File: config.mk
export PLATFORM = sky130hd
export DESIGN_NAME = frame_ram
export DESIGN_NICKNAME = d
export VERILOG_FILES = /design/src/rtl/frame_ram.sv
export SDC_FILE = /design/constraint.sdc
export NUM_CORES = 2
export LEC_CHECK = 0
export ABC_CLOCK_PERIOD_IN_PS = 7450
export BUFFER_PORTS_ARGS = -buffer_cell sky130_fd_sc_hd__buf_2
export CORE_MARGIN = 10
export CORE_UTILIZATION = 40
export DETAILED_ROUTE_END_ITERATION = 10
export HOLD_SLACK_MARGIN = 0.15
export PLACE_DENSITY_LB_ADDON = 0.08
export SYNTH_ARGS = -nofsm -noshare
export SYNTH_HDL_FRONTEND = slang
export SYNTH_SLANG_ARGS = --single-unit
File: constraint.sdc
create_clock -name clk -period 7.45 [get_ports clk]
set_clock_uncertainty 0.1 [all_clocks]
set_input_delay 1.49 -clock clk [delete_from_list [all_inputs] [get_ports clk]]
set_output_delay 1.49 -clock clk [all_outputs]
set_load 0.005 [all_outputs]
File: src/rtl/frame_ram.sv
// Simple dual-port RAM with one write port and a registered read port
`timescale 1ns/1ns

module frame_ram #(
    parameter int DEPTH = 256,
    parameter int WIDTH = 8
) (
    input  logic                     clk,
    input  logic                     we,
    input  logic [$clog2(DEPTH)-1:0] waddr,
    input  logic [WIDTH-1:0]         wdata,
    input  logic [$clog2(DEPTH)-1:0] raddr,
    output logic [WIDTH-1:0]         rdata
);

    logic [WIDTH-1:0] mem [DEPTH];

    // Read data appears one cycle after the address
    always_ff @(posedge clk) begin
        if (we) begin
            mem[waddr] <= wdata;
        end
        rdata <= mem[raddr];
    end

endmodule

# Yosys cells after proc, flatten, opt, wreduce, memory -nomap -nowiden
# Memories as Yosys holds them, arrays and structs flattened. A register that Yosys moved wholly into a read port is not among the register bits.
# Cells that the tools add are included.
totals:
  regBits: 0
  ramBits: 2048
  in_bits: 26
  output_inout_bits: 8
  wordCells: 3
  n_memories: 1
op_classes:
  mux: 2
mem_list:
  columns: ["name", "depth", "width", "rd", "rd_clocked_by_memory_dff", "wr", "line", "rtl"]
  rows:
  - ["mem", 256, 8, 1, 1, 1, "16", "logic [WIDTH-1:0] mem [DEPTH];"]
ops:
  columns: ["op", "n"]
  rows:
  - ["1-bit two-way mux", 2]

# Longest topological paths before layout
depth:
  depth_word: 2
  depth_mapped: 11
  ltp_nobuf: 6

# Least setup slack after synthesis
# OpenSTA, ideal clock, no wires.
synth_path:
  kind: "input to register"
  start: "input raddr[0]"
  end: "register rdata[2], read port of mem"
  setup_time_ps: 131
  t_arrival_ps: 3297
  required_time_ps: 7219
  slack_ps: 3922
  stages: 9
  n_path_buf: 4
  path_cell_list: "buf_6 > buf_12 > buf_8 > buf_2 > mux4_2 > a22oi_1 > a21oi_1 > nor4_1 > nor4_2"
synth_rtl:
  columns: ["element", "line", "rtl"]
  rows:
  - ["start, declared", "12", "input logic [$clog2(DEPTH)-1:0] raddr,"]
  - ["end, declared", "13", "output logic [WIDTH-1:0] rdata"]

==> impl_metrics.tcl <==
set metrics [dict create \
    crit_path_end_kind "flip-flop" \
    post_cts_resized 0 \
    grt_usage_pct 19.8 \
    report.final.slew_viol_count 2 \
    grt_max_degree 153 \
    hp-start "mem[32][5]" \
    routed_via_density 5.69 \
    synth_nets 3759 \
    cp_data_required_time_ns 8.01 \
    fp.dieH_um 466 \
    yosysMostFrequentCell "edfxtp_1" \
    drtIter0Drc 3683 \
    ys_warn_count 0 \
    tightest_slew_ns 1.68 \
    status "finished, violations left" \
    finalNonFillerCells 6663 \
    wl_per_cell_um 32.6 \
    avgSynthCellArea_sq_um 21.3 \
    synthArstFlopShare_pct 0 \
    met3_usage_pct 3.25 \
    violations "max-capacitance violations, max-slew violations" \
    drt_first_pass_iters 5 \
    grt.met1_usage_pct 28.2 \
    synthCells 3733 \
    ys_types 55 \
    overflow 0 \
    critPathMaxFanout 47 \
    h-tree-depth 4 \
    grt_antenna_before_repair 14 \
    finalSetupTns_ns 0 \
    cp-startpoint "raddr[0]" \
    ant_nets 0 \
    maxCapViolCount 1 \
    ctsHoldBuffers 0 \
    dp_hpwl_um 129000 \
    synthTopCellsByArea "edfxtp_1 (77%), mux4_2 (13%), mux2i_1 (1.7%), nor2_1 (1.3%), a22oi_1 (1.3%)" \
    cts_root_buf "clkbuf_16" \
    fmax_ghz 0.203 \
    synthTopCellsByCount "edfxtp_1 (2048), mux4_2 (454), nor2_1 (282)" \
    synth-seq-cells 2056 \
    clkSlewWorstSetupHoldPaths_ns 0.06 \
    design.core.area_sq_um 198000 \
    setup.worst_path.start_class "primary input" \
    netlist_area_sq_um 79600 \
    period_minus_slack_ns 4.92 \
    drt_wl_total_um 217000 \
    whs_ns 0.859 \
    slew-limit-headroom_pct -12.7 \
    clockBufferDepth 3 \
    die-area_sq_um 217000 \
    start_util_pct 40.3 \
    clk_latency_ns 0.84 \
    p_total_uw 24600 \
    synth-seq-area-share_pct 77.5 \
    period_share_pct 66.1 \
    grt_use_met2_pct 31.9 \
    gr-max-usage-layer "met2" \
    leakage_uw 0.0274 \
    rows 163 \
    area.growth.synth_to_final_pct 12.8 \
    hold_path.class "reg2reg" \
    drc 0 \
    synth_flop_cell "edfxtp_1" \
    drive_gt1_share_pct 23.0 \
    powerDensity_nw_per_um2 274 \
    cp.arrival_ns 5.48 \
    grt_pass1_vias 38900 \
    gp_congestion 0.763 \
    irDropWorstVdd_v 0.000185 \
    reg2reg_from "mem[51][4]" \
    yosys.area.top_type_share_pct 77.3 \
    path_class "in2reg" \
    die_x_um 466 \
    grt_pass1_wl_um 308000 \
    cts.sinks 2056 \
    dp_cells 6260 \
    dr_total_vias 37900 \
    synth_edf_count 2048 \
    finalHoldViolCount 0 \
    fin_nets 3865 \
    io_pins 34 \
    cts_tree "yes" \
    postCtsSetupBuffers 0 \
    port_buffers 33 \
    cts_buffers 217 \
    utilization_pct 45.4 \
    rsz0062_at_grt "false" \
    setup_violations 0 \
    synth_area_leader_cell "edfxtp_1" \
]
==> cell families (layout without fill, tap and decap cells) <==
family	count (synthesis)	count (layout)	synth area share, %
AO/OA/AOI/OAI	385	385	3.42
buffers and inverters	235	522	1.83
flip-flops	2056	2056	77.5
multiplexers	591	591	14.6
other	0	3	0
AND/OR/NAND/NOR	466	466	2.63
==> power by group <==
| group | switching (uW) | leakage (uW) | internal [uW] |
|---|---|---|---|
| Clock | 4490 | 0.00342 | 6180 |
| Sequential | 25.1 | 0.0185 | 12800 |
| Combinational | 788 | 0.00549 | 383 |
==> per-layer routing <==
layer  vias up  part of all wire, %
met5         -                0.023
met4         8                  2.2
met3       270                  5.0
met2      1053                   48
met1     20600                   44
li1      15900                    -
==> worst max-delay path, stage by stage <==
cell and delay [ns]:
buf_8 0.52, buf_4 0.45, buf_4 0.35, mux4_2 0.56
a22oi_1 0.24, a21oi_1 0.25, nor4_1 1.37, nor4_1 0.07
==> path summary, 6_finish.rpt <==
kind | endpoint | slack, ns | depth (start not counted)
worst max-delay path | rdata[4] | 2.53 | 8
worst min-delay path | rdata[5] | 0.86 | 6
worst max register to register | rdata[4] | 4.31 | 5
worst min register to register | rdata[5] | 0.86 | 6
==> cell type report <==
| class | count | area (sq um) |
|---|---|---|
| Inverter | 2 | 7.51 |
| Multi-Input combinational cell | 1442 | 16600 |
| Fill cell | 16700 | 108000 |
| Sequential cell | 2056 | 61700 |
| Antenna cell | 3 | 7.51 |
| Tap cell | 2640 | 3300 |
| Clock buffer | 277 | 5850 |
| Timing Repair Buffer | 120 | 1170 |
| Clock inverter | 123 | 1120 |
==> state kept, by name (all words and copies together) (netlist names) <==
register,cells
mem,2048
rdata,8
==> layout by cell type, fill, tap and decap left out, types with 5 or more instances in the layout <==
cell / Yosys / layout
clkinvlp_4: 0 / 6
nand2_1: 33 / 33
o211ai_1: 10 / 10
a22oi_1: 133 / 133
o22a_1: 5 / 5
o221ai_1: 46 / 46
a21oi_1: 96 / 96
mux2i_1: 134 / 134
nand3_2: 0 / 9
nor4_2: 3 / 12
mux4_2: 454 / 454
clkinv_1: 1 / 43
clkinv_2: 0 / 47
clkbuf_16: 0 / 224
a22o_1: 8 / 8
edfxtp_1: 2048 / 2048
a211oi_1: 16 / 16
buf_4: 27 / 69
nor2b_1: 31 / 28
buf_8: 13 / 10
o21ai_0: 10 / 10
and2_1: 6 / 5
nor4_1: 24 / 15
bufinv_16: 0 / 19
nand4_1: 10 / 10
nor3_1: 22 / 20
clkbuf_1: 111 / 48
o22ai_1: 28 / 28
dfxtp_1: 8 / 8
nand2b_1: 8 / 8
a221oi_1: 13 / 13
nor2_1: 282 / 279
clkbuf_8: 0 / 5
buf_12: 8 / 20
buf_2: 31 / 21
nand3_1: 34 / 25
==> through the flow <==
| step | area, sq um | setup slack [ns] |
|---|---|---|
| global route | 89700 | 2.59 |
| floorplan | 79600 | 3.92 |
| global placement | 82700 | 1.59 |
| finish | 89700 | 2.53 |
| detailed placement | 82700 | 1.84 |
| CTS | 89700 | 2.75 |
(Power assumes the default switching activity.)
