===== config.mk =====
export PLATFORM = sky130hd
export DESIGN_NAME = seg_sequencer
export DESIGN_NICKNAME = d
export VERILOG_FILES = /design/src/rtl/seg_ctrl_pkg.sv /design/src/rtl/seg_sequencer.sv
export SDC_FILE = /design/constraint.sdc
export NUM_CORES = 1
export LEC_CHECK = 0
export BUFFER_PORTS_ARGS = -buffer_cell sky130_fd_sc_hd__buf_4
export CORE_AREA = 2 2 39 41
export DETAILED_ROUTE_END_ITERATION = 6
export DIE_AREA = 0 0 41 43
export GPL_TIMING_DRIVEN = 0
export HOLD_SLACK_MARGIN = 0.1
export PLACE_DENSITY_LB_ADDON = 0.1
export SYNTH_ARGS = -nofsm -noshare
export SYNTH_HDL_FRONTEND = slang
export SYNTH_SLANG_ARGS = --single-unit
export TNS_END_PERCENT = 5

===== constraint.sdc =====
create_clock -name clk -period 1.17 [get_ports clk]
set_clock_uncertainty 0.1 [all_clocks]
set_input_delay 0.0585 -clock clk [delete_from_list [all_inputs] [get_ports clk]]
set_output_delay 0.0585 -clock clk [all_outputs]
set_load 0.02 [all_outputs]

===== src/rtl/seg_ctrl_pkg.sv =====
// Sequencer and loader state types, external word memory constants
package seg_ctrl_pkg;

    // Values also appear on leds[1:0]
    typedef enum logic [1:0] {
        SEQ_IDLE     = 2'd0,
        SEQ_LOAD     = 2'd1,
        SEQ_CLASSIFY = 2'd2
    } seq_state_t;

    typedef enum logic [1:0] {
        LD_IDLE   = 2'd0,
        LD_REQ    = 2'd1,
        LD_UNPACK = 2'd2,
        LD_FINISH = 2'd3
    } loader_state_t;

    localparam int MEM_ADDR_W = 20;
    localparam logic [MEM_ADDR_W-1:0] MEM_BASE = '0;
    localparam int WORDS_PER_FRAME = 192;

    // Byte 0 sits in bits 7:0 and lands at the lowest byte index
    localparam int BYTES_PER_WORD = 4;

endpackage


===== src/rtl/seg_sequencer.sv =====
// Main sequencer FSM for load and classify phases, with status LEDs
`timescale 1ns/1ns

module seg_sequencer (
    input  logic       clk,
    input  logic       rst,
    input  logic       start_process,
    input  logic       load_done,
    input  logic       frame_done,
    output logic       load_start,
    output logic       class_start,
    output logic       processing_done,
    output logic [9:0] leds
);

    seg_ctrl_pkg::seq_state_t state;
    logic frame_flag;

    always_ff @(posedge clk or posedge rst) begin
        if (rst) begin
            state       <= seg_ctrl_pkg::SEQ_IDLE;
            load_start  <= 1'b0;
            class_start <= 1'b0;
            frame_flag  <= 1'b0;
        end else begin
            load_start  <= 1'b0;
            class_start <= 1'b0;
            case (state)
                // Start is ignored anywhere else
                seg_ctrl_pkg::SEQ_IDLE: begin
                    if (start_process) begin
                        state      <= seg_ctrl_pkg::SEQ_LOAD;
                        load_start <= 1'b1;
                        frame_flag <= 1'b0;
                    end
                end
                seg_ctrl_pkg::SEQ_LOAD: begin
                    if (load_done) begin
                        state       <= seg_ctrl_pkg::SEQ_CLASSIFY;
                        class_start <= 1'b1;
                    end
                end
                seg_ctrl_pkg::SEQ_CLASSIFY: begin
                    if (frame_done) begin
                        state      <= seg_ctrl_pkg::SEQ_IDLE;
                        frame_flag <= 1'b1;
                    end
                end
                default: begin
                    state <= seg_ctrl_pkg::SEQ_IDLE;
                end
            endcase
        end
    end

    assign processing_done = (state == seg_ctrl_pkg::SEQ_IDLE);

    // State in bits 1:0, sticky frame-complete flag in bit 2
    assign leds = {7'b0, frame_flag, state};

endmodule


## Word-level counts from Yosys, hierarchy flattened

Cells that the tools add are included.

| cells by class | value |
|---|---|
| equality and inequality tests | 5 |
| mux-type cells | 11 |
| reduce and logical (&&, ||, !) cells | 4 |

Operators by type and width:

| cell | count |
|---|---|
| two-way mux 1 bit | 6 |
| two-way mux 2 bit | 3 |
| != test 2 bit, second input constant | 3 |
| one-hot mux 2 bit (3 select lines) | 1 |
| AND reduction 3 bit | 2 |
| equality test 2 x 1 -> 1 bit, second input constant | 1 |
| equality test 2 bit, second input constant | 1 |
| zero test 2 bit | 1 |
| one-hot mux 1 bit (2 select lines) | 1 |
| nonzero test 2 bit | 1 |

| word-level totals | value |
|---|---|
| register bits after elaboration | 5 |
| bits of input ports | 5 |

## Logic depth before layout (Yosys ltp)

| depth | value |
|---|---|
| depth in word-level cells | 3 |
| gate-level depth with buffers | 3 |

## Worst setup path before layout

OpenSTA, ideal clock, no wires.

| timing path | value |
|---|---|
| path kind | flip-flop to flip-flop |
| start point | register state[1] |
| end point | register load_start |
| setup time | 0.067 ns |
| arrival | 1.001 ns |
| data required time | 1.003 ns |
| setup slack | 0.002 ns |
| cell stages (with the launch flop) | 3 |
| path buffers | 0 |
| period minus slack after synthesis | 1.168 ns |
| path through | dfrtp_1 -> nor2_1 -> and2_1 |

| between the ends | value |
|---|---|
| word-level cells in the longest chain between the ends | 2 |

RTL lines:

| element | RTL line | RTL |
|---|---|---|
| start: declaration | seg_sequencer.sv:16 | `seg_ctrl_pkg::seq_state_t state;` |
| start signal: assignment | seg_sequencer.sv:21 | `state <= seg_ctrl_pkg::SEQ_IDLE;` |
| start signal: assignment | seg_sequencer.sv:32 | `state <= seg_ctrl_pkg::SEQ_LOAD;` |
| start signal: assignment | seg_sequencer.sv:39 | `state <= seg_ctrl_pkg::SEQ_CLASSIFY;` |
| zero test 2 bit | n/a |  |
| named net processing_done | seg_sequencer.sv:12 | `output logic processing_done,` |
| two-way mux 1 bit | seg_sequencer.sv:28 | `case (state)` |
| end signal: assignment | seg_sequencer.sv:22 | `load_start <= 1'b0;` |
| end signal: assignment | seg_sequencer.sv:26 | `load_start <= 1'b0;` |
| end signal: assignment | seg_sequencer.sv:33 | `load_start <= 1'b1;` |
| end: declaration | seg_sequencer.sv:10 | `output logic load_start,` |

The timed path passes the listed nets, and every way through them passes these cells.
A chain may end at the register's enable or synchronous reset.

## Worst setup path in the final report

| timing path | value |
|---|---|
| start point | register state[0] |
| end point | output processing_done |

| between the ends | value |
|---|---|
| word-level cells in the longest chain between the ends | 1 |

RTL lines:

| element | RTL line | RTL |
|---|---|---|
| zero test 2 bit | seg_sequencer.sv:56 | `assign processing_done = (state == seg_ctrl_pkg::SEQ_IDLE);` |
| end: declaration | seg_sequencer.sv:12 |  |

Every way passes these cells.

==> impl_summary.md <==
Cells and area
Summing all multi-input logic gate instances after layout gives between 80 and 90 um2. For this run, the post-layout net count is 57. The share of layout cells above drive strength 1 is 0.510. The top cell types in the final layout, fill and taps aside, are buf_4, conb_1, dlygate4sd3_1.

The area used by sequential logic in the layout is 128 um2. For this run, the number of standard cells in the final layout without fillers is 67. Relative to the synthesized area, the layout overhead comes to 71.4%. Leaving out fill and tap cells, the most frequent cell in the layout is buf_4. The fill cell instance count of the final layout is 148. The antenna diode instance count is 0.

The post-route cell area is 450 um2.

Placement
Summed over all nets, the half-perimeter wirelength after detailed placement is 397 um. The number of placed instances, taps included, is 59. The total placed instance area is 380 um2. The routability congestion estimate is around 0.6. During placement, the flow inserted port buffers numbering 10. The setup slack after placement is 0.159 ns.

GRT
The largest net degree at the start of global routing is 7. The first global-routing pass estimated ~810 um of wire. The global-route usage over all layers is 0.0796. The number of global-route vias before repair came to 217. Global routing finished with a remaining overflow of 0. The number of antenna violations at the first check in global routing came to 0.

Routing
Once detail routing completed, the nets flagged for antenna violations numbered 0. The number of vias after detailed routing is 235. The via-per-instance ratio is 3.51. After the first detailed-routing iteration, the DRC count stood at 2. The first detailed-routing pass took 5 iterations. After detailed routing, the total wire length is 554 um. The DRC violation count after routing is 0.

The routed wire length per instance is 8.27 um.

Setup path
The top fanout value on the critical path is 5. The worst stage delay on the critical path is 0.43 ns. The endpoint identified for the worst register-to-register timing path is frame_flag$_DFFE_PP0P_. The launching instance or port of the critical path is state[0]$_DFFE_PP0P_. The worst path required time is 1.01 ns. The reg-to-reg startpoint is state[0]$_DFFE_PP0P_. The cell family contributing the most delay on the critical path is flip-flops. The reg-to-reg setup timing slack is between 0.15 and 0.2 ns. Walking the worst path, the cells encountered are nor2_1 -> buf_4. The setup path with the least slack is of type reg -> out.

The slowest stage of the critical path is the dfrtp_2 cell. STA classifies the critical path startpoint as a flip-flop. In this run the number of cells on the critical path is 2. The signal arrival time at the worst endpoint is 0.98 ns.

Following the worst setup path forward leads to its endpoint at processing_done. STA classifies the critical path endpoint as a primary output. The buffering stage count on the worst path with inverters included is 1. The number of cells on the worst reg-to-reg path is 3.

Clock tree
The clock latency of the later-clocked register in the worst-skew pair is 0.24 ns. For this design, the sink count on the clock tree is 5. The number of buffers inserted during clock tree synthesis is 3. Clock-pin slew was measured on the worst setup and hold paths at 0.05 ns. Post-CTS timing repair inserted 0 buffers for setup. The deepest level of the CTS H-tree is 1. CTS placed an instance of clkbuf_4 at the clock tree root. Counting along the longest clock path gives a buffer depth of 2. The clock tree from TritonCTS is done.

STA
The minimum hold slack is ~0.17 ns. The number of max-slew violations in the final report was 0. The fraction of the cycle the final worst path needs is 0.974. The highest clock rate is 0.878 GHz. After layout, the worst setup slack is 0.0310 ns. The number of endpoints with negative hold slack in the final report is 0. The smallest clock period supported by the final layout is computed as about 1.1 ns. The number of failing setup endpoints in the final timing report is 0.

Power and ir drop
The design draws 0.974 mW. Across the VDD grid, the largest voltage drop is approximately 420 uV. In this run the static leakage power is 0.248 nW. The cell area power density is 2160 mW/mm2.

Yosys
The total standard cell area after synthesis is 263 um2. The number of instances in the synthesized netlist is 27. The count of yosys warnings during synthesis is 0. The per-instance average area after synthesis is 9.73 um2. The distinct cell type count after synthesis is 11. The number of register bits inferred by synthesis is 5. The sequential fraction of the synthesis area is 0.476.

Floorplanning
The die width is 41 um. The placement row count is 14. The height of the die is 43 um. The area inside the core boundary is 0.00138 mm2. The starting density of the core is 0.190. The floorplan die area is 0.00176 mm2. In this run the count of I/O pins placed on the die edge is 18.

Status
The run finished with clean final reports.

Hold path
The worst hold path class is in -> async.

Run
The number of max-capacitance violations reported is 0.
[through the flow]
step | utilization | setup TNS [ns]
2_1_floorplan | - | 0
3_3_place_gp | 0.275 | 0
3_5_place_dp | 0.275 | 0
5_1_grt | 0.325 | -0.0156
4_1_cts | 0.324 | 0
6_report | 0.325 | 0
[layout make-up]
cell class | count | share of cell area
Clock inverter | 1 | 0.0111
Inverter | 3 | 0.0250
Sequential cell | 5 | 0.283
Buffer | 8 | 0.133
Tap cell | 16 | 0.0444
Multi-Input combinational cell | 17 | 0.197
Timing Repair Buffer | 14 | 0.256
Clock buffer | 3 | 0.0500
[logic make-up after synthesis]
logic type	Yosys count	share of synthesized area
AO/OA/AOI/OAI	4	0.0905
buffers and inverters	11	0.271
flip-flops	5	0.476
other	1	0.0143
AND/OR/NAND/NOR	6	0.148
[flip-flops by register name, indices dropped and copies added, names as in the netlist]
register and flops:
load_start 1, state 2, class_start 1, frame_flag 1
[worst min-delay path, delay by kind of cell]
kind	cells	cell delay, ns
buf+inv	3	0.82
[report_power, final]
part           leakage, nW  switching, mW  internal, mW
registers           0.0627         0.0679         0.247
clock network       0.0177         0.0742         0.124
logic                0.167          0.244         0.217
total                0.248          0.386         0.588
[cell usage after synthesis]
master    instances  share of area
buf_4             8           0.23
dfrtp_1           5           0.48
a21oi_1           3          0.057
inv_1             2          0.029
nand2b_1          2          0.048
nor2_1            2          0.029
a31o_1            1          0.033
and2_1            1          0.024
conb_1            1          0.014
inv_2             1          0.014
nor3b_2           1          0.048
[routing by layer]
metal  track usage  part of all wire  routed length (um)  vias to the layer above
met3        0.0314              0.12                  66                        4
met5             0                 0                   0                        -
li1              -                 -                   -                      117
met4         0.120             0.056                  31                        0
met1        0.0455              0.32                 176                       95
met2         0.128              0.50                 279                       19
[what timing repair did]
| item | CTS | global route |
|---|---|---|
| endpoints found under the hold margin | 10 | 0 |
| setup endpoints to repair | 0 | 1 |
| hold buffers | 4 | 0 |
| resized for setup | 0 | 2 |
[how the worst min path moves through the flow]
stage          slack (ns)  start                     to  cells past startpoint
3_5_place_dp        -0.13    rst  class_start$_DFF_PP0_                      2
2_1_floorplan       -0.26    rst  class_start$_DFF_PP0_                      1
5_1_grt              0.18    rst  class_start$_DFF_PP0_                      3
6_report             0.17    rst  class_start$_DFF_PP0_                      3
3_3_place_gp        -0.12    rst   load_start$_DFF_PP0_                      2
4_1_cts              0.17    rst  class_start$_DFF_PP0_                      3
Note: power is estimated with default switching activity, not from simulation.
