File: src/rtl/seg_geom_pkg.sv
// Image geometry, class count, pixel and score types, classifier weight and bias tables
package seg_geom_pkg;

    localparam int IMG_W       = 16;
    localparam int IMG_H       = 16;
    localparam int NUM_CH      = 3;
    localparam int NUM_PIX     = IMG_W * IMG_H;
    localparam int NUM_BYTES   = NUM_PIX * NUM_CH;
    localparam int NUM_CLASSES = 4;

    typedef logic [7:0]         pix_idx_t;
    typedef logic [9:0]         byte_idx_t;
    typedef logic [1:0]         label_t;
    typedef logic [7:0]         pixel_t;
    typedef logic signed [7:0]  weight_t;
    typedef logic signed [19:0] score_t;
    typedef score_t [NUM_CLASSES-1:0] score_vec_t;

    // Frame layout is byte 3p+k = channel k of pixel p
    // Score of class c is CLASS_BIAS[c] + sum over k of CLASS_WEIGHTS[c][k] * channel k
    // Largest score wins, lower class index on a tie

    // One row per class, channels in R, G, B order
    localparam weight_t CLASS_WEIGHTS [NUM_CLASSES][NUM_CH] = '{
        '{ 8'sd3, -8'sd1, -8'sd1},
        '{-8'sd1,  8'sd3, -8'sd1},
        '{-8'sd1, -8'sd1,  8'sd3},
        '{ 8'sd1,  8'sd1,  8'sd1}
    };

    // Class 3 is the bright or white class, it needs a clear margin
    localparam logic signed [15:0] CLASS_BIAS [NUM_CLASSES] = '{
        16'sd0,
        16'sd0,
        16'sd0,
        -16'sd200
    };

endpackage
File: src/rtl/score_if.sv
// Interface carrying per-pixel class scores from the scorer to the argmax stage
`timescale 1ns/1ns

interface score_if;

    // One result per valid cycle, no ready since the picker takes one every cycle
    logic                     valid;
    seg_geom_pkg::pix_idx_t   pix;
    seg_geom_pkg::score_vec_t scores;
    // Marks the final pixel of the frame
    logic                     last;

    modport scorer (
        output valid,
        output pix,
        output scores,
        output last
    );

    modport picker (
        input valid,
        input pix,
        input scores,
        input last
    );

endinterface

File: src/rtl/argmax_unit.sv
// Argmax stage that picks the winning class and writes the label memory
`timescale 1ns/1ns

module argmax_unit (
    input  logic                   clk,
    input  logic                   rst,
    score_if.picker                sif,
    output logic                   lbl_we,
    output seg_geom_pkg::pix_idx_t lbl_addr,
    output seg_geom_pkg::label_t   lbl_data,
    output logic                   frame_done
);

    seg_geom_pkg::score_t s          [seg_geom_pkg::NUM_CLASSES];
    seg_geom_pkg::score_t pair_score [seg_geom_pkg::NUM_CLASSES / 2];
    seg_geom_pkg::label_t pair_idx   [seg_geom_pkg::NUM_CLASSES / 2];
    seg_geom_pkg::label_t winner;

    // Two-level tree where the upper side wins only when strictly greater
    always_comb begin
        for (int c = 0; c < seg_geom_pkg::NUM_CLASSES; c++) begin
            s[c] = sif.scores[c];
        end
        for (int k = 0; k < seg_geom_pkg::NUM_CLASSES / 2; k++) begin
            if (s[2*k+1] > s[2*k]) begin
                pair_score[k] = s[2*k+1];
                pair_idx[k]   = seg_geom_pkg::label_t'(2*k+1);
            end else begin
                pair_score[k] = s[2*k];
                pair_idx[k]   = seg_geom_pkg::label_t'(2*k);
            end
        end
        winner = (pair_score[1] > pair_score[0]) ? pair_idx[1] : pair_idx[0];
    end

    always_ff @(posedge clk or posedge rst) begin
        if (rst) begin
            lbl_we     <= 1'b0;
            frame_done <= 1'b0;
        end else begin
            lbl_we     <= sif.valid;
            frame_done <= sif.valid && sif.last;
        end
    end

    always_ff @(posedge clk) begin
        if (sif.valid) begin
            lbl_addr <= sif.pix;
            lbl_data <= winner;
        end
    end

endmodule

File: src/flat_wrapper.sv
// flat-port wrapper written by rule: the top's interface ports become plain ports
module argmax_unit_flat 
  (clk, rst, lbl_we, lbl_addr, lbl_data, frame_done, sif_valid, sif_pix, sif_scores, sif_last);
  score_if sif_i ();
  input  logic clk;
  input  logic rst;
  output logic lbl_we;
  output seg_geom_pkg::pix_idx_t lbl_addr;
  output seg_geom_pkg::label_t lbl_data;
  output logic frame_done;
  input wire logic [$bits(sif_i.valid)-1:0] sif_valid;
  input wire logic [$bits(sif_i.pix)-1:0] sif_pix;
  input wire logic [$bits(sif_i.scores)-1:0] sif_scores;
  input wire logic [$bits(sif_i.last)-1:0] sif_last;
  assign sif_i.valid = sif_valid;
  assign sif_i.pix = sif_pix;
  assign sif_i.scores = sif_scores;
  assign sif_i.last = sif_last;
  argmax_unit u_core (.clk(clk), .rst(rst), .sif(sif_i), .lbl_we(lbl_we), .lbl_addr(lbl_addr), .lbl_data(lbl_data), .frame_done(frame_done));
endmodule
File: config.mk
export PLATFORM = sky130hd
export DESIGN_NAME = argmax_unit_flat
export DESIGN_NICKNAME = d
export VERILOG_FILES = /design/src/rtl/seg_geom_pkg.sv /design/src/rtl/score_if.sv /design/src/rtl/argmax_unit.sv /design/src/flat_wrapper.sv
export SDC_FILE = /design/constraint.sdc
export NUM_CORES = 1
export LEC_CHECK = 0
export BUFFER_PORTS_ARGS = -buffer_cell sky130_fd_sc_hd__buf_2
export CORE_ASPECT_RATIO = 1.75
export CORE_MARGIN = 2
export CORE_UTILIZATION = 53
export DETAILED_ROUTE_END_ITERATION = 8
export PLACE_DENSITY = 0.95
export SLEW_MARGIN = 20
export SYNTH_ARGS = -nofsm -noshare
export SYNTH_HDL_FRONTEND = slang
export SYNTH_SLANG_ARGS = --single-unit
export TNS_END_PERCENT = 100
File: constraint.sdc
create_clock -name clk -period 0.8 [get_ports clk]
set_clock_uncertainty 0.05 [all_clocks]
set_input_delay 0.08 -clock clk [delete_from_list [all_inputs] [get_ports clk]]
set_output_delay 0.08 -clock clk [all_outputs]
set_load 0.01 [all_outputs]
# After elaboration in Yosys (flattened, before gate mapping)
# Index checks and enable logic that the tools add are counted.
# totals
ff_bits	12
inputBits	92
out_inout_bits	12
word_cells	13
# classes
n_lt_le_gt_ge	3
muxes	5
n_reduce_logical	1
# ops
op	n
$gt A20 B20 Y1	3
$mux W20	2
$mux W1	2
$mux W2	1
$logic_and A1 B1 Y1	1

# Depth between registers and ports, before layout
# logic_depth
word_depth	4
ltp_mapped	16
ltp_nobuf	15

# Least setup slack after synthesis
# Ideal clock, no wire load.
# synth_timing
path_type	input to register
startpoint	in sif_scores[50]
endpoint	reg u_core.lbl_data[0], data pin
setup_ns	0.260
arrival_time_ns	4.109
required_time_ns	0.490
path_slack_ns	-3.618
path_stages	15
n_path_buf	1
path_cell_list	inv_1 > ha_1 > and4_1 > a221o_1 > a2111oi_2 > mux2i_1 > buf_6 > mux2_4 > ha_1 > a21oi_1 > nand2_1 > a221o_1 > a2111oi_0 > mux2i_1 > mux2_2
# synth_between
elab_chain_cells	4
word_cells_on_any_way	5
cone_classes	order compare (2); mux (3)
# synth_rtl
item	line	text
start: declaration	flat_wrapper.sv:13	input wire logic [$bits(sif_i.scores)-1:0] sif_scores;
$gt A20 B20 Y1	argmax_unit.sv:25	if (s[2*k+1] > s[2*k]) begin
$mux W20	argmax_unit.sv:25	
$gt A20 B20 Y1	argmax_unit.sv:33	winner = (pair_score[1] > pair_score[0]) ? pair_idx[1] : pair_idx[0];
$mux W2 (*)	argmax_unit.sv:33	
via u_core.winner[0]	argmax_unit.sv:17	seg_geom_pkg::label_t winner;
end signal: assignment	argmax_unit.sv:49	lbl_data <= winner;
end: declaration	argmax_unit.sv:10	output seg_geom_pkg::label_t lbl_data,
# Mark *: on every way through the listed nets, which the timed path passes. The rest lies on a longest branch.
# A chain may end at the register's enable or synchronous reset.

# Final worst setup path
# layout_timing
startpoint	in sif_scores[9]
endpoint	reg u_core.lbl_data[0], data pin
# The elaborated chain is that of the path after synthesis.

==> flow_summary.ini <==
[grt]
gr-total-overflow = 0
grt_pass1_vias = 3402
antenna_found_initial = 0
grt_pass1_wl_um = 17010
grt_usage_pct = 46.92
grt_max_degree = 13

[clock_tree]
cts-root-buf = clkbuf_8
path_clk_slew_ns = 0.06
numCtsBuffers = 3
cts_sinks = 12
h-tree-depth = 1
cts_tree = built
cts_buffer_depth = 2

[critical_path]
endpoint_kind = flip-flop
critPathKind = primary input to flip-flop
critical_path.startpoint_type = primary input
critPathMaxFanout = 8
crit_arrival_ns = 4.42
crit_required_ns = 0.75

[synthesis]
synth.top_cells.by_count = ha_1 (60), inv_1 (44), mux2i_1 (23)
synth-seq-cells = 12
ys_seq_area_share_pct = 14.68
synth_area_sq_um = 2387
synth.avg_cell_area_sq_um = 9.473
ys_types = 28
synth_area_leaders = ha_1 (31%), edfxtp_1 (13%), mux2_4 (11%), mux2i_1 (9.6%), inv_1 (6.9%)
synth_edf_count = 10
synth.largest_area_cell = ha_1
yosysMostFrequentCell = ha_1
async_flop_share_pct = 16.67
syn_nets = 404
synth-main-ff-cell = edfxtp_1
syn_inst = 252
yosysTopAreaCellShare_pct = 31.45
yosysWarnings = 0

[timing]
tightest_slew_ns = 0.6037
fmax_mhz = 223.7
max_slew_margin_pct = 59.76
fin_tns_setup_ns = -8.029
finalHoldViolations = 0
finalCritPeriodShare_pct = 558.8
min_period_ns = 4.471
setup_slack_ns = -3.671
holdWs_ns = 0.01567
rsz0062_at_grt = yes
slew_viol_final = 0
setup_viol_count_final = 15

[route]
wire_per_inst_um = 24.28
wl_met1_um = 3614
ant_nets = 0
routed-wl-met2_um = 5784
firstDrtPassIters = 4
drtIter0Drc = 127
dr_wl_met3_um = 887
vias = 2997
drc = 0
vias_per_cell = 6.309
routed_wl_um = 11530
top_layer = met4

[floorplanning]
initial_core_util_pct = 54.70
coreArea_sq_um = 4364
die_w_um = 54.74
die_h_um = 92.79
die_area_sq_um = 5079
num_rows = 32
design.portCount = 104

[power]
p_sw_mw = 1.966
p_leak_nw = 2.115
p_per_area_nw_per_um2 = 1224
p_comb_share_pct = 72.5
clkPwrFrac_pct = 12.0
switching_share_pct = 39.18
power_frac_seq_pct = 15.6
irDropWorstVdd_mv = 1.269
p_int_mw = 3.052

[cells_and_area]
utilization_pct = 93.95
multi_input_area_sq_um = 2323
n_fill_cell = 140
area_growth_pct = 71.75
regArea_sq_um = 350.3
fin_nets = 576
final_area_sq_um = 4100
drive_above_1_share_pct = 57.45

[place]
placed_cell_area_sq_um = 3661
portBuffers = 103
gp_congestion = 0.9263
place_hpwl_um = 6962

[job]
max-cap-violations = 0

[run_status]
status = finished, violations left
violations = setup timing

[min_path]
hp-class = primary input to flip-flop
## metrics by stage
stage / total power, mW / cells / setup WS, ns
final: 5.018 / 475 / -3.671
after global routing: 5.215 / 474 / -3.708
after CTS: 4.610 / 476 / -3.392
after detailed placement: 3.684 / 454 / -3.743
after global placement: 3.456 / 454 / -3.549
after floorplan: 2.491 / 252 / -3.216
## per-layer routing
layer  vias up  GRT usage (%)
met5         -              0
met4         0          42.29
met3       108          15.48
met2       241          78.47
met1      1369          40.61
li1       1279              -
## what timing repair did
item                                    4_1_cts  5_1_grt
hold buffers                                  9        0
pin swaps                                     6        7
endpoints found under the setup margin       14       17
cloned                                        1        0
endpoints found under the hold margin        10        0
setup buffers                                 8        0
gates resized for setup                      21       13
## worst max-delay path, cell delays in order
cell and delay [ns]:
buf_2 0.10, inv_1 0.04, ha_1 0.32, and4_1 0.26, nor4bb_2 0.20, a21boi_2 0.18
a2111oi_2 0.31, buf_4 0.19, mux2i_4 0.28, buf_4 0.26, mux2i_1 0.35, ha_4 0.20
nand4_1 0.27, nor4bb_4 0.40, a21boi_4 0.31, a2111oi_4 0.09, mux2i_2 0.27, mux2_4 0.32
## registers in the layout, summed over array words and instances (netlist names)
| name | flops |
|---|---|
| u_core.lbl_we | 1 |
| u_core.lbl_addr | 8 |
| u_core.frame_done | 1 |
| u_core.lbl_data | 2 |
## cells by family after synthesis
kind of cell    count (synthesis)  share of synthesized area (%)
mux                            44                          22.38
buf+inv                        48                          8.281
compound gates                 45                          12.47
fa+ha+maj                      60                          31.45
flops                          12                          14.68
simple gates                   43                          10.74
## power by group through the flow
stage / Sequential (mW) / Combinational (mW) / Clock, mW
2_1_floorplan: 0.826 / 1.67 / 0
3_3_place_gp: 0.787 / 2.67 / 0
6_report: 0.781 / 3.64 / 0.601
4_1_cts: 0.780 / 3.26 / 0.569
3_5_place_dp: 0.791 / 2.89 / 0
5_1_grt: 0.787 / 3.81 / 0.616
## worst paths after layout
path                          startpoint                      endpoint  slack [ns]  cells after the start
worst max-delay path       sif_scores[9]  u_core.lbl_data[0]$_DFFE_PP_       -3.67                     18
worst min-delay path            sif_last   u_core.frame_done$_DFF_PP0_        0.02                      2
max in group asynchronous            rst       u_core.lbl_we$_DFF_PP0_        0.40                      3
min in group asynchronous            rst   u_core.frame_done$_DFF_PP0_        0.19                      3
## cell usage in the layout, fill, tap and decap left out, types with 10 or more instances in the layout
master	netlist	layout
mux2_4	18	19
edfxtp_1	10	10
inv_1	44	36
ha_1	60	37
mux2i_1	23	15
ha_4	0	23
buf_2	2	98
buf_4	0	57
a21oi_1	20	14
## area by class of cell
type / count / share of cell area, %
antenna: 1 / 0.06103
clock buffer: 4 / 1.099
inverter: 44 / 4.150
multi-input combinational: 192 / 56.67
sequential: 12 / 8.544
tap: 51 / 1.556
timing repair buffer: 171 / 27.92
Note: power is estimated with default switching activity, not from simulation.
