`config.mk`:
```
export PLATFORM = sky130hd
export DESIGN_NAME = image_loader
export DESIGN_NICKNAME = d
export VERILOG_FILES = /design/src/rtl/seg_ctrl_pkg.sv /design/src/rtl/seg_geom_pkg.sv /design/src/rtl/image_loader.sv
export SDC_FILE = /design/constraint.sdc
export NUM_CORES = 1
export LEC_CHECK = 0
export ABC_CLOCK_PERIOD_IN_PS = 2600
export BUFFER_PORTS_ARGS = -buffer_cell sky130_fd_sc_hd__buf_2
export CAP_MARGIN = 20
export CORE_MARGIN = 3
export CORE_UTILIZATION = 54
export CTS_CLUSTER_SIZE = 30
export DETAILED_ROUTE_END_ITERATION = 8
export PLACE_DENSITY = 0.8
export SLEW_MARGIN = 25
export SYNTH_ARGS = -nofsm -noshare
export SYNTH_HDL_FRONTEND = slang
export SYNTH_SLANG_ARGS = --single-unit
```
`constraint.sdc`:
```
create_clock -name clk -period 2.6 [get_ports clk]
set_input_delay 0 -clock clk [delete_from_list [all_inputs] [get_ports clk]]
set_output_delay 0 -clock clk [all_outputs]
set_load 0.005 [all_outputs]
```
`src/rtl/seg_ctrl_pkg.sv`:
```
// Sequencer and loader state types, external word memory constants
package seg_ctrl_pkg;

    // Values also appear on leds[1:0]
    typedef enum logic [1:0] {
        SEQ_IDLE     = 2'd0,
        SEQ_LOAD     = 2'd1,
        SEQ_CLASSIFY = 2'd2
    } seq_state_t;

    typedef enum logic [1:0] {
        LD_IDLE   = 2'd0,
        LD_REQ    = 2'd1,
        LD_UNPACK = 2'd2,
        LD_FINISH = 2'd3
    } loader_state_t;

    localparam int MEM_ADDR_W = 20;
    localparam logic [MEM_ADDR_W-1:0] MEM_BASE = '0;
    localparam int WORDS_PER_FRAME = 192;

    // Byte 0 sits in bits 7:0 and lands at the lowest byte index
    localparam int BYTES_PER_WORD = 4;

endpackage

```
`src/rtl/seg_geom_pkg.sv`:
```
// Image geometry, class count, pixel and score types, classifier weight and bias tables
package seg_geom_pkg;

    localparam int IMG_W       = 16;
    localparam int IMG_H       = 16;
    localparam int NUM_CH      = 3;
    localparam int NUM_PIX     = IMG_W * IMG_H;
    localparam int NUM_BYTES   = NUM_PIX * NUM_CH;
    localparam int NUM_CLASSES = 4;

    typedef logic [7:0]         pix_idx_t;
    typedef logic [9:0]         byte_idx_t;
    typedef logic [1:0]         label_t;
    typedef logic [7:0]         pixel_t;
    typedef logic signed [7:0]  weight_t;
    typedef logic signed [19:0] score_t;
    typedef score_t [NUM_CLASSES-1:0] score_vec_t;

    // Frame layout is byte 3p+k = channel k of pixel p
    // Score of class c is CLASS_BIAS[c] + sum over k of CLASS_WEIGHTS[c][k] * channel k
    // Largest score wins, lower class index on a tie

    // One row per class, channels in R, G, B order
    localparam weight_t CLASS_WEIGHTS [NUM_CLASSES][NUM_CH] = '{
        '{ 8'sd3, -8'sd1, -8'sd1},
        '{-8'sd1,  8'sd3, -8'sd1},
        '{-8'sd1, -8'sd1,  8'sd3},
        '{ 8'sd1,  8'sd1,  8'sd1}
    };

    // Class 3 is the bright or white class, it needs a clear margin
    localparam logic signed [15:0] CLASS_BIAS [NUM_CLASSES] = '{
        16'sd0,
        16'sd0,
        16'sd0,
        -16'sd200
    };

endpackage
```
`src/rtl/image_loader.sv`:
```
// Image loader that fetches packed words from external memory into the input frame buffer
`timescale 1ns/1ns

module image_loader (
    input  logic                                 clk,
    input  logic                                 rst,
    input  logic                                 load_start,
    output logic                                 mem_req,
    output logic [seg_ctrl_pkg::MEM_ADDR_W-1:0]  mem_addr,
    input  logic                                 mem_ack,
    input  logic [31:0]                          mem_rdata,
    output logic                                 wr_en,
    output seg_geom_pkg::byte_idx_t              wr_addr,
    output seg_geom_pkg::pixel_t                 wr_data,
    output logic                                 load_done
);

    seg_ctrl_pkg::loader_state_t state;
    logic [7:0]  word_cnt;
    logic [1:0]  byte_sel;
    logic [31:0] word_reg;

    always_ff @(posedge clk or posedge rst) begin
        if (rst) begin
            state    <= seg_ctrl_pkg::LD_IDLE;
            mem_req  <= 1'b0;
            mem_addr <= '0;
            word_cnt <= '0;
            byte_sel <= '0;
            wr_addr  <= '0;
        end else begin
            case (state)
                seg_ctrl_pkg::LD_IDLE: begin
                    if (load_start) begin
                        mem_addr <= seg_ctrl_pkg::MEM_BASE;
                        mem_req  <= 1'b1;
                        word_cnt <= '0;
                        wr_addr  <= '0;
                        state    <= seg_ctrl_pkg::LD_REQ;
                    end
                end
                // Request and address stay put until the ack
                seg_ctrl_pkg::LD_REQ: begin
                    if (mem_ack) begin
                        mem_req  <= 1'b0;
                        byte_sel <= '0;
                        state    <= seg_ctrl_pkg::LD_UNPACK;
                    end
                end
                seg_ctrl_pkg::LD_UNPACK: begin
                    byte_sel <= byte_sel + 1'b1;
                    wr_addr  <= wr_addr + 1'b1;
                    if (byte_sel == 2'(seg_ctrl_pkg::BYTES_PER_WORD - 1)) begin
                        if (word_cnt == 8'(seg_ctrl_pkg::WORDS_PER_FRAME - 1)) begin
                            state <= seg_ctrl_pkg::LD_FINISH;
                        end else begin
                            mem_addr <= mem_addr + 1'b1;
                            word_cnt <= word_cnt + 1'b1;
                            mem_req  <= 1'b1;
                            state    <= seg_ctrl_pkg::LD_REQ;
                        end
                    end
                end
                seg_ctrl_pkg::LD_FINISH: begin
                    state <= seg_ctrl_pkg::LD_IDLE;
                end
                default: begin
                    state <= seg_ctrl_pkg::LD_IDLE;
                end
            endcase
        end
    end

    always_ff @(posedge clk) begin
        if (state == seg_ctrl_pkg::LD_REQ && mem_ack) begin
            word_reg <= mem_rdata;
        end
    end

    // One byte per cycle, lowest byte first
    assign wr_en     = (state == seg_ctrl_pkg::LD_UNPACK);
    assign wr_data   = word_reg[8*byte_sel +: 8];
    assign load_done = (state == seg_ctrl_pkg::LD_FINISH);

endmodule

```
Word level (Yosys, flattened, before mapping)
Cells that the tools add are included.
{"block": "word_totals", "regBits": 75, "input_bits": 36, "output_inout_bits": 41, "wordCells": 53}
{"block": "op_classes", "add_sub_neg": 4, "n_eq_ne": 9, "shifts": 1, "mux": 22, "reduce_logical": 10}
{"cell": "20-bit two-way mux", "n": 3}
{"cell": "20-bit one-hot mux with 2 select lines", "n": 1}
{"cell": "32-bit by 6-bit variable part select with 8-bit output", "n": 1}
{"cell": "8-bit two-way mux", "n": 3}
{"cell": "20-bit by 1-bit adder with 20-bit output, second input constant", "n": 1}
{"cell": "10-bit one-hot mux with 2 select lines", "n": 1}
{"cell": "8-bit one-hot mux with 2 select lines", "n": 1}
{"cell": "10-bit by 1-bit adder with 10-bit output, second input constant", "n": 1}
{"cell": "10-bit two-way mux", "n": 1}
{"cell": "2-bit two-way mux", "n": 5}
{"cell": "8-bit by 1-bit adder with 8-bit output, second input constant", "n": 1}
{"cell": "8-bit equality test, second input constant", "n": 1}
{"cell": "2-bit one-hot mux with 4 select lines", "n": 1}
{"cell": "2-bit equality test, second input constant", "n": 3}
{"cell": "2-bit != test, second input constant", "n": 3}
{"cell": "5-bit AND reduction", "n": 1}
{"cell": "1-bit two-way mux", "n": 4}
{"cell": "2-bit one-hot mux with 2 select lines", "n": 1}
{"cell": "2-bit AND reduction", "n": 2}
{"cell": "4-bit AND reduction", "n": 1}
{"cell": "2-bit nonzero test", "n": 2}
{"cell": "1-bit one-hot mux with 3 select lines", "n": 1}
{"cell": "3-bit AND reduction", "n": 1}
{"cell": "3-bit nonzero test", "n": 1}
{"cell": "other kinds (5)", "n": 5}

Longest topological paths before layout
{"block": "depth", "word_depth": 4, "depth_mapped": 7, "ltp_nobuf": 5}

Worst setup path before layout
OpenSTA, ideal clock, no wires.
{"block": "synth_timing", "path_kind": "register to register", "from": "reg state[1]", "to": "reg word_reg[0] (enable)", "arrival_time_ns": 1.417, "required_time_ns": 2.213, "setup_slack_ns": 0.796, "stages_incl_launch_ff": 4, "period_less_slack_ns": 1.804, "cell_sequence": "dfrtp_1 buf_2 nand3b_1 inv_1"}
{"block": "synth_between", "elab_chain_len": 2}
{"element": "start: declaration", "line_no": "image_loader.sv:18", "text": "seg_ctrl_pkg::loader_state_t state;"}
{"element": "start signal: assignment", "line_no": "image_loader.sv:25", "text": "state <= seg_ctrl_pkg::LD_IDLE;"}
{"element": "start signal: assignment", "line_no": "image_loader.sv:39", "text": "state <= seg_ctrl_pkg::LD_REQ;"}
{"element": "start signal: assignment", "line_no": "image_loader.sv:47", "text": "state <= seg_ctrl_pkg::LD_UNPACK;"}
{"element": "2-bit by 1-bit equality test with 1-bit output", "line_no": "image_loader.sv:75", "text": "if (state == seg_ctrl_pkg::LD_REQ && mem_ack) begin"}
{"element": "1-bit logical AND", "line_no": "image_loader.sv:75"}
{"element": "end signal: assignment", "line_no": "image_loader.sv:76", "text": "word_reg <= mem_rdata;"}
{"element": "end: declaration", "line_no": "image_loader.sv:21", "text": "logic [31:0] word_reg;"}
No other way between the ends.
A chain may end at the register's enable or synchronous reset.

Worst setup path in the final report
{"block": "layout_timing", "from": "reg word_cnt[0]", "to": "reg mem_addr[17] in the netlist's numbering"}
{"block": "layout_between", "elab_chain_len": 3}
{"element": "start: declaration", "line_no": "image_loader.sv:19", "text": "logic [7:0] word_cnt;"}
{"element": "start signal: assignment", "line_no": "image_loader.sv:58", "text": "word_cnt <= word_cnt + 1'b1;"}
{"element": "8-bit equality test", "line_no": "image_loader.sv:54", "text": "if (word_cnt == 8'(seg_ctrl_pkg::WORDS_PER_FRAME - 1)) begin"}
{"element": "2-bit != test (no line)"}
{"element": "4-bit AND reduction (no line)"}
{"element": "end signal: assignment", "line_no": "image_loader.sv:35", "text": "mem_addr <= seg_ctrl_pkg::MEM_BASE;"}
{"element": "end signal: assignment", "line_no": "image_loader.sv:57", "text": "mem_addr <= mem_addr + 1'b1;"}
{"element": "end: declaration", "line_no": "image_loader.sv:9", "text": "output logic [seg_ctrl_pkg::MEM_ADDR_W-1:0] mem_addr,"}
No other way between the ends.

==> flow_summary_export.csv <==
group,metric,value,unit
setup_path,crit_slowest_cell,"o21bai_4",
timing,hold_violations,0,
finish,multi_input_area,0.001360,mm^2
setup_path,startpoint_type,"flop",
global_route,antenna_found_initial,1,
route,wl_per_cell,16.98,um
timing,rsz0062_at_grt,"false",
die,dieArea,0.007572,mm^2
route,dr.pass1.iters,5,
setup_path,cp-end-kind,"flop",
finish,fillerInstances,387,
global_route,grt_overflow,0,
logic_synthesis,syn_avg_cell_area,12.14,um^2
pwr,p_total,0.003477,W
global_route,grt_util_all_layers,0.2403,
pwr,irDropWorstVdd,593.3,uV
route,drt_iter0_drc,230,
finish,layout-drive-gt1-share,0.2983,
logic_synthesis,async_flop_share,0.5733,
cts,cts_max_path_buffers,2,
cts,htree_levels,3,
global_route,grt_pass1_vias,2855,
cts,clkSlewWorstSetupHoldPaths,80,ps
global_route,grt_pass1_wl,13.91,mm
logic_synthesis,synth_edf_count,32,
cts,clock_latency,350,ps
placed_design,gp_congestion,0.7379,
cts,ctsResizeCount,0,
timing,worst_pin_slew,619.4,ps
route,drc_errors,0,
finish,seqCellArea,0.002037,mm^2
logic_synthesis,syn_area,0.003545,mm^2
timing,tns,0,ps
cts,cts_tree,"built",
route,routed_wl,8.237,mm
setup_path,cp_max_fo,20,
die,io_pins,77,
logic_synthesis,syn_nets,332,
timing,drv_slew,0,
setup_path,required,2870,ps
finish,syn_to_final_growth,28.42,%
pwr,p_leak,2.162,nW
logic_synthesis,synth_cell_type_count,56,
timing,holdWs,39.24,ps
setup_path,arrival,2230,ps
status,outcome,"finished, final reports clean",
placed_design,place_hpwl,5.224,mm
hold_path,hp-class,"primary input to flop",
logic_synthesis,synthTopCellsByArea,"dfrtp_1 30%, edfxtp_1 27%, mux4_2 5.1%",
logic_synthesis,ys_warn_count,0,
logic_synthesis,synth.top_cell.area_share,0.3036,
placed_design,io_buffers,76,
placed_design,place_area,0.003984,mm^2
route,vias,2873,
finish,final_cell_area,0.004552,mm^2
timing,min_period_over_period,0.7518,
setup_path,cp_slowest_stage_delay,490,ps
die,core,0.006131,mm^2
route,via_per_inst,5.924,
logic_synthesis,syn-instance-count,292,
cts,cts_setup_buffers,0,
timing,fmaxAchievable,511.6,MHz
finish,largest_reg_flops,32,
die,dieHeight,87.02,um
setup_path,worst-setup-path-type,"flop to flop",
die,fp.dieW,87.02,um
logic_synthesis,synth_flop_cell,"dfrtp_1",
setup_path,cp_cell_sequence,"ha_1, nand3_1, o21bai_4, buf_4, a21boi_0, a2bb2oi_1",
job,drv_cap,0,
timing,setup_viol,0,
route,antenna_left,0,
die,rows,28,
pwr,p_per_area,764.0,mW/mm^2
timing,slew_headroom,0.5871,
logic_synthesis,yosysTopAreaCell,"dfrtp_1",
logic_synthesis,yosysSeqAreaShare,0.5747,
finish,fin_nets,444,
cts,clock-sinks,75,
die,start_util,0.5782,
timing,layout_min_cycle_time,1955,ps
global_route,grt_max_degree,33,
cts,cts-buffers-inserted,9,
logic_synthesis,ys_seq_elements,75,
cts,root_buffer,"clkbuf_8",
timing,finClkSkew,9.622,ps
cts,postCtsHoldBufs,34,
==> per-stage QoR <==
step | utilization | cells | worst slack, ps
after floorplan | - | 292 | 796.3
after CTS | 0.7420 | 484 | 645.4
after detailed placement | 0.6498 | 434 | 676.1
after global placement | 0.6498 | 434 | 747.6
after global routing | 0.7424 | 485 | 468.0
final | 0.7424 | 485 | 645.4
==> logic make-up after synthesis <==
logic type / synth area share
AND/OR/NAND/NOR: 0.1535
AO/OA/AOI/OAI: 0.1493
flip-flops: 0.5747
buffers and inverters: 0.04165
multiplexers: 0.05683
XOR/XNOR: 0.009885
adder cells (fa/ha/maj): 0.01412
==> cell usage in the layout, fill, tap and decap left out, types with 2 or more instances in the layout <==
master / n
buf_2: 76
dfrtp_1: 43
dlygate4sd3_1: 34
edfxtp_1: 32
nand2_1: 22
o21ai_0: 20
nand3_1: 19
and3_1: 11
inv_1: 11
nand4_1: 9
a21oi_1: 9
clkbuf_8: 9
buf_4: 9
mux4_2: 8
a211o_1: 7
nor2_1: 6
a31oi_1: 6
nor3_1: 6
a22o_1: 5
o22ai_1: 4
nor4_1: 4
ha_1: 4
and2_1: 3
o2bb2ai_1: 3
a21o_1: 3
o211ai_1: 3
o211a_1: 3
xor2_1: 2
o31a_1: 2
nor3b_1: 2
or4_1: 2
xnor2_1: 2
clkinvlp_4: 2
bufinv_16: 2
clkinv_4: 2
==> cells in the mapped netlist, types with 2 or more instances <==
cell type and count:
dfrtp_1 43, edfxtp_1 32, nand2_1 22, o21ai_0 20, nand3_1 19, and3_1 11
inv_1 11, a21oi_1 9, nand4_1 9, mux4_2 8, a211o_1 7, clkbuf_1 7
a31oi_1 6, buf_2 6, nor2_1 6, nor3_1 6, a22o_1 5, ha_1 4
nor4_1 4, o22ai_1 4, a21o_1 3, and2_1 3, buf_6 3, o211a_1 3
o211ai_1 3, o2bb2ai_1 3, nor3b_1 2, o31a_1 2, or4_1 2, xnor2_1 2
xor2_1 2
==> final timing paths <==
check,endpoint,cells after the start,from,slack [ps]
worst min register to register,mem_req,2,mem_req,490
worst min-delay path,state[0],4,mem_ack,40
min in group asynchronous,wr_addr[4],3,rst,170
worst max-delay path,mem_addr[17],6,word_cnt[0],650
worst max register to register,mem_addr[17],6,word_cnt[0],650
max in group asynchronous,mem_addr[8],4,rst,1830
==> layer usage <==
layer / up-vias / GRT usage / wire (um)
li1: 1343 / - / -
met4: 0 / 0.1062 / 231
met3: 19 / 0.04163 / 475
met1: 1390 / 0.3082 / 3303
met2: 121 / 0.4003 / 4227
met5: - / 0 / 0
==> report_power, final <==
group | switching [W] | total (W) | internal (W) | leakage, nW
sequential | 0.000138 | 0.00156 | 0.00142 | 0.883
combinational | 0.000482 | 0.000905 | 0.000422 | 1.17
clock | 0.000465 | 0.00101 | 0.000547 | 0.106
total | 0.00109 | 0.00348 | 0.00239 | 2.16
==> critical path, delay by kind of cell (launching register included) <==
kind                     cells  cell delay (ps)
AO/OA/AOI/OAI                3              780
adder cells (fa/ha/maj)      1              210
buffers and inverters        1              270
flip-flops                   1              390
AND/OR/NAND/NOR              1              220
==> cell type report <==
type / count / share of cell area
Sequential cell: 75 / 0.4475
Multi-Input combinational cell: 187 / 0.2988
Timing Repair Buffer: 119 / 0.1732
Clock buffer: 9 / 0.02721
Clock inverter: 7 / 0.02226
Tap cell: 75 / 0.02062
Inverter: 12 / 0.009896
Antenna cell: 1 / 0.0005498
Note: power is estimated with default switching activity, not from simulation.
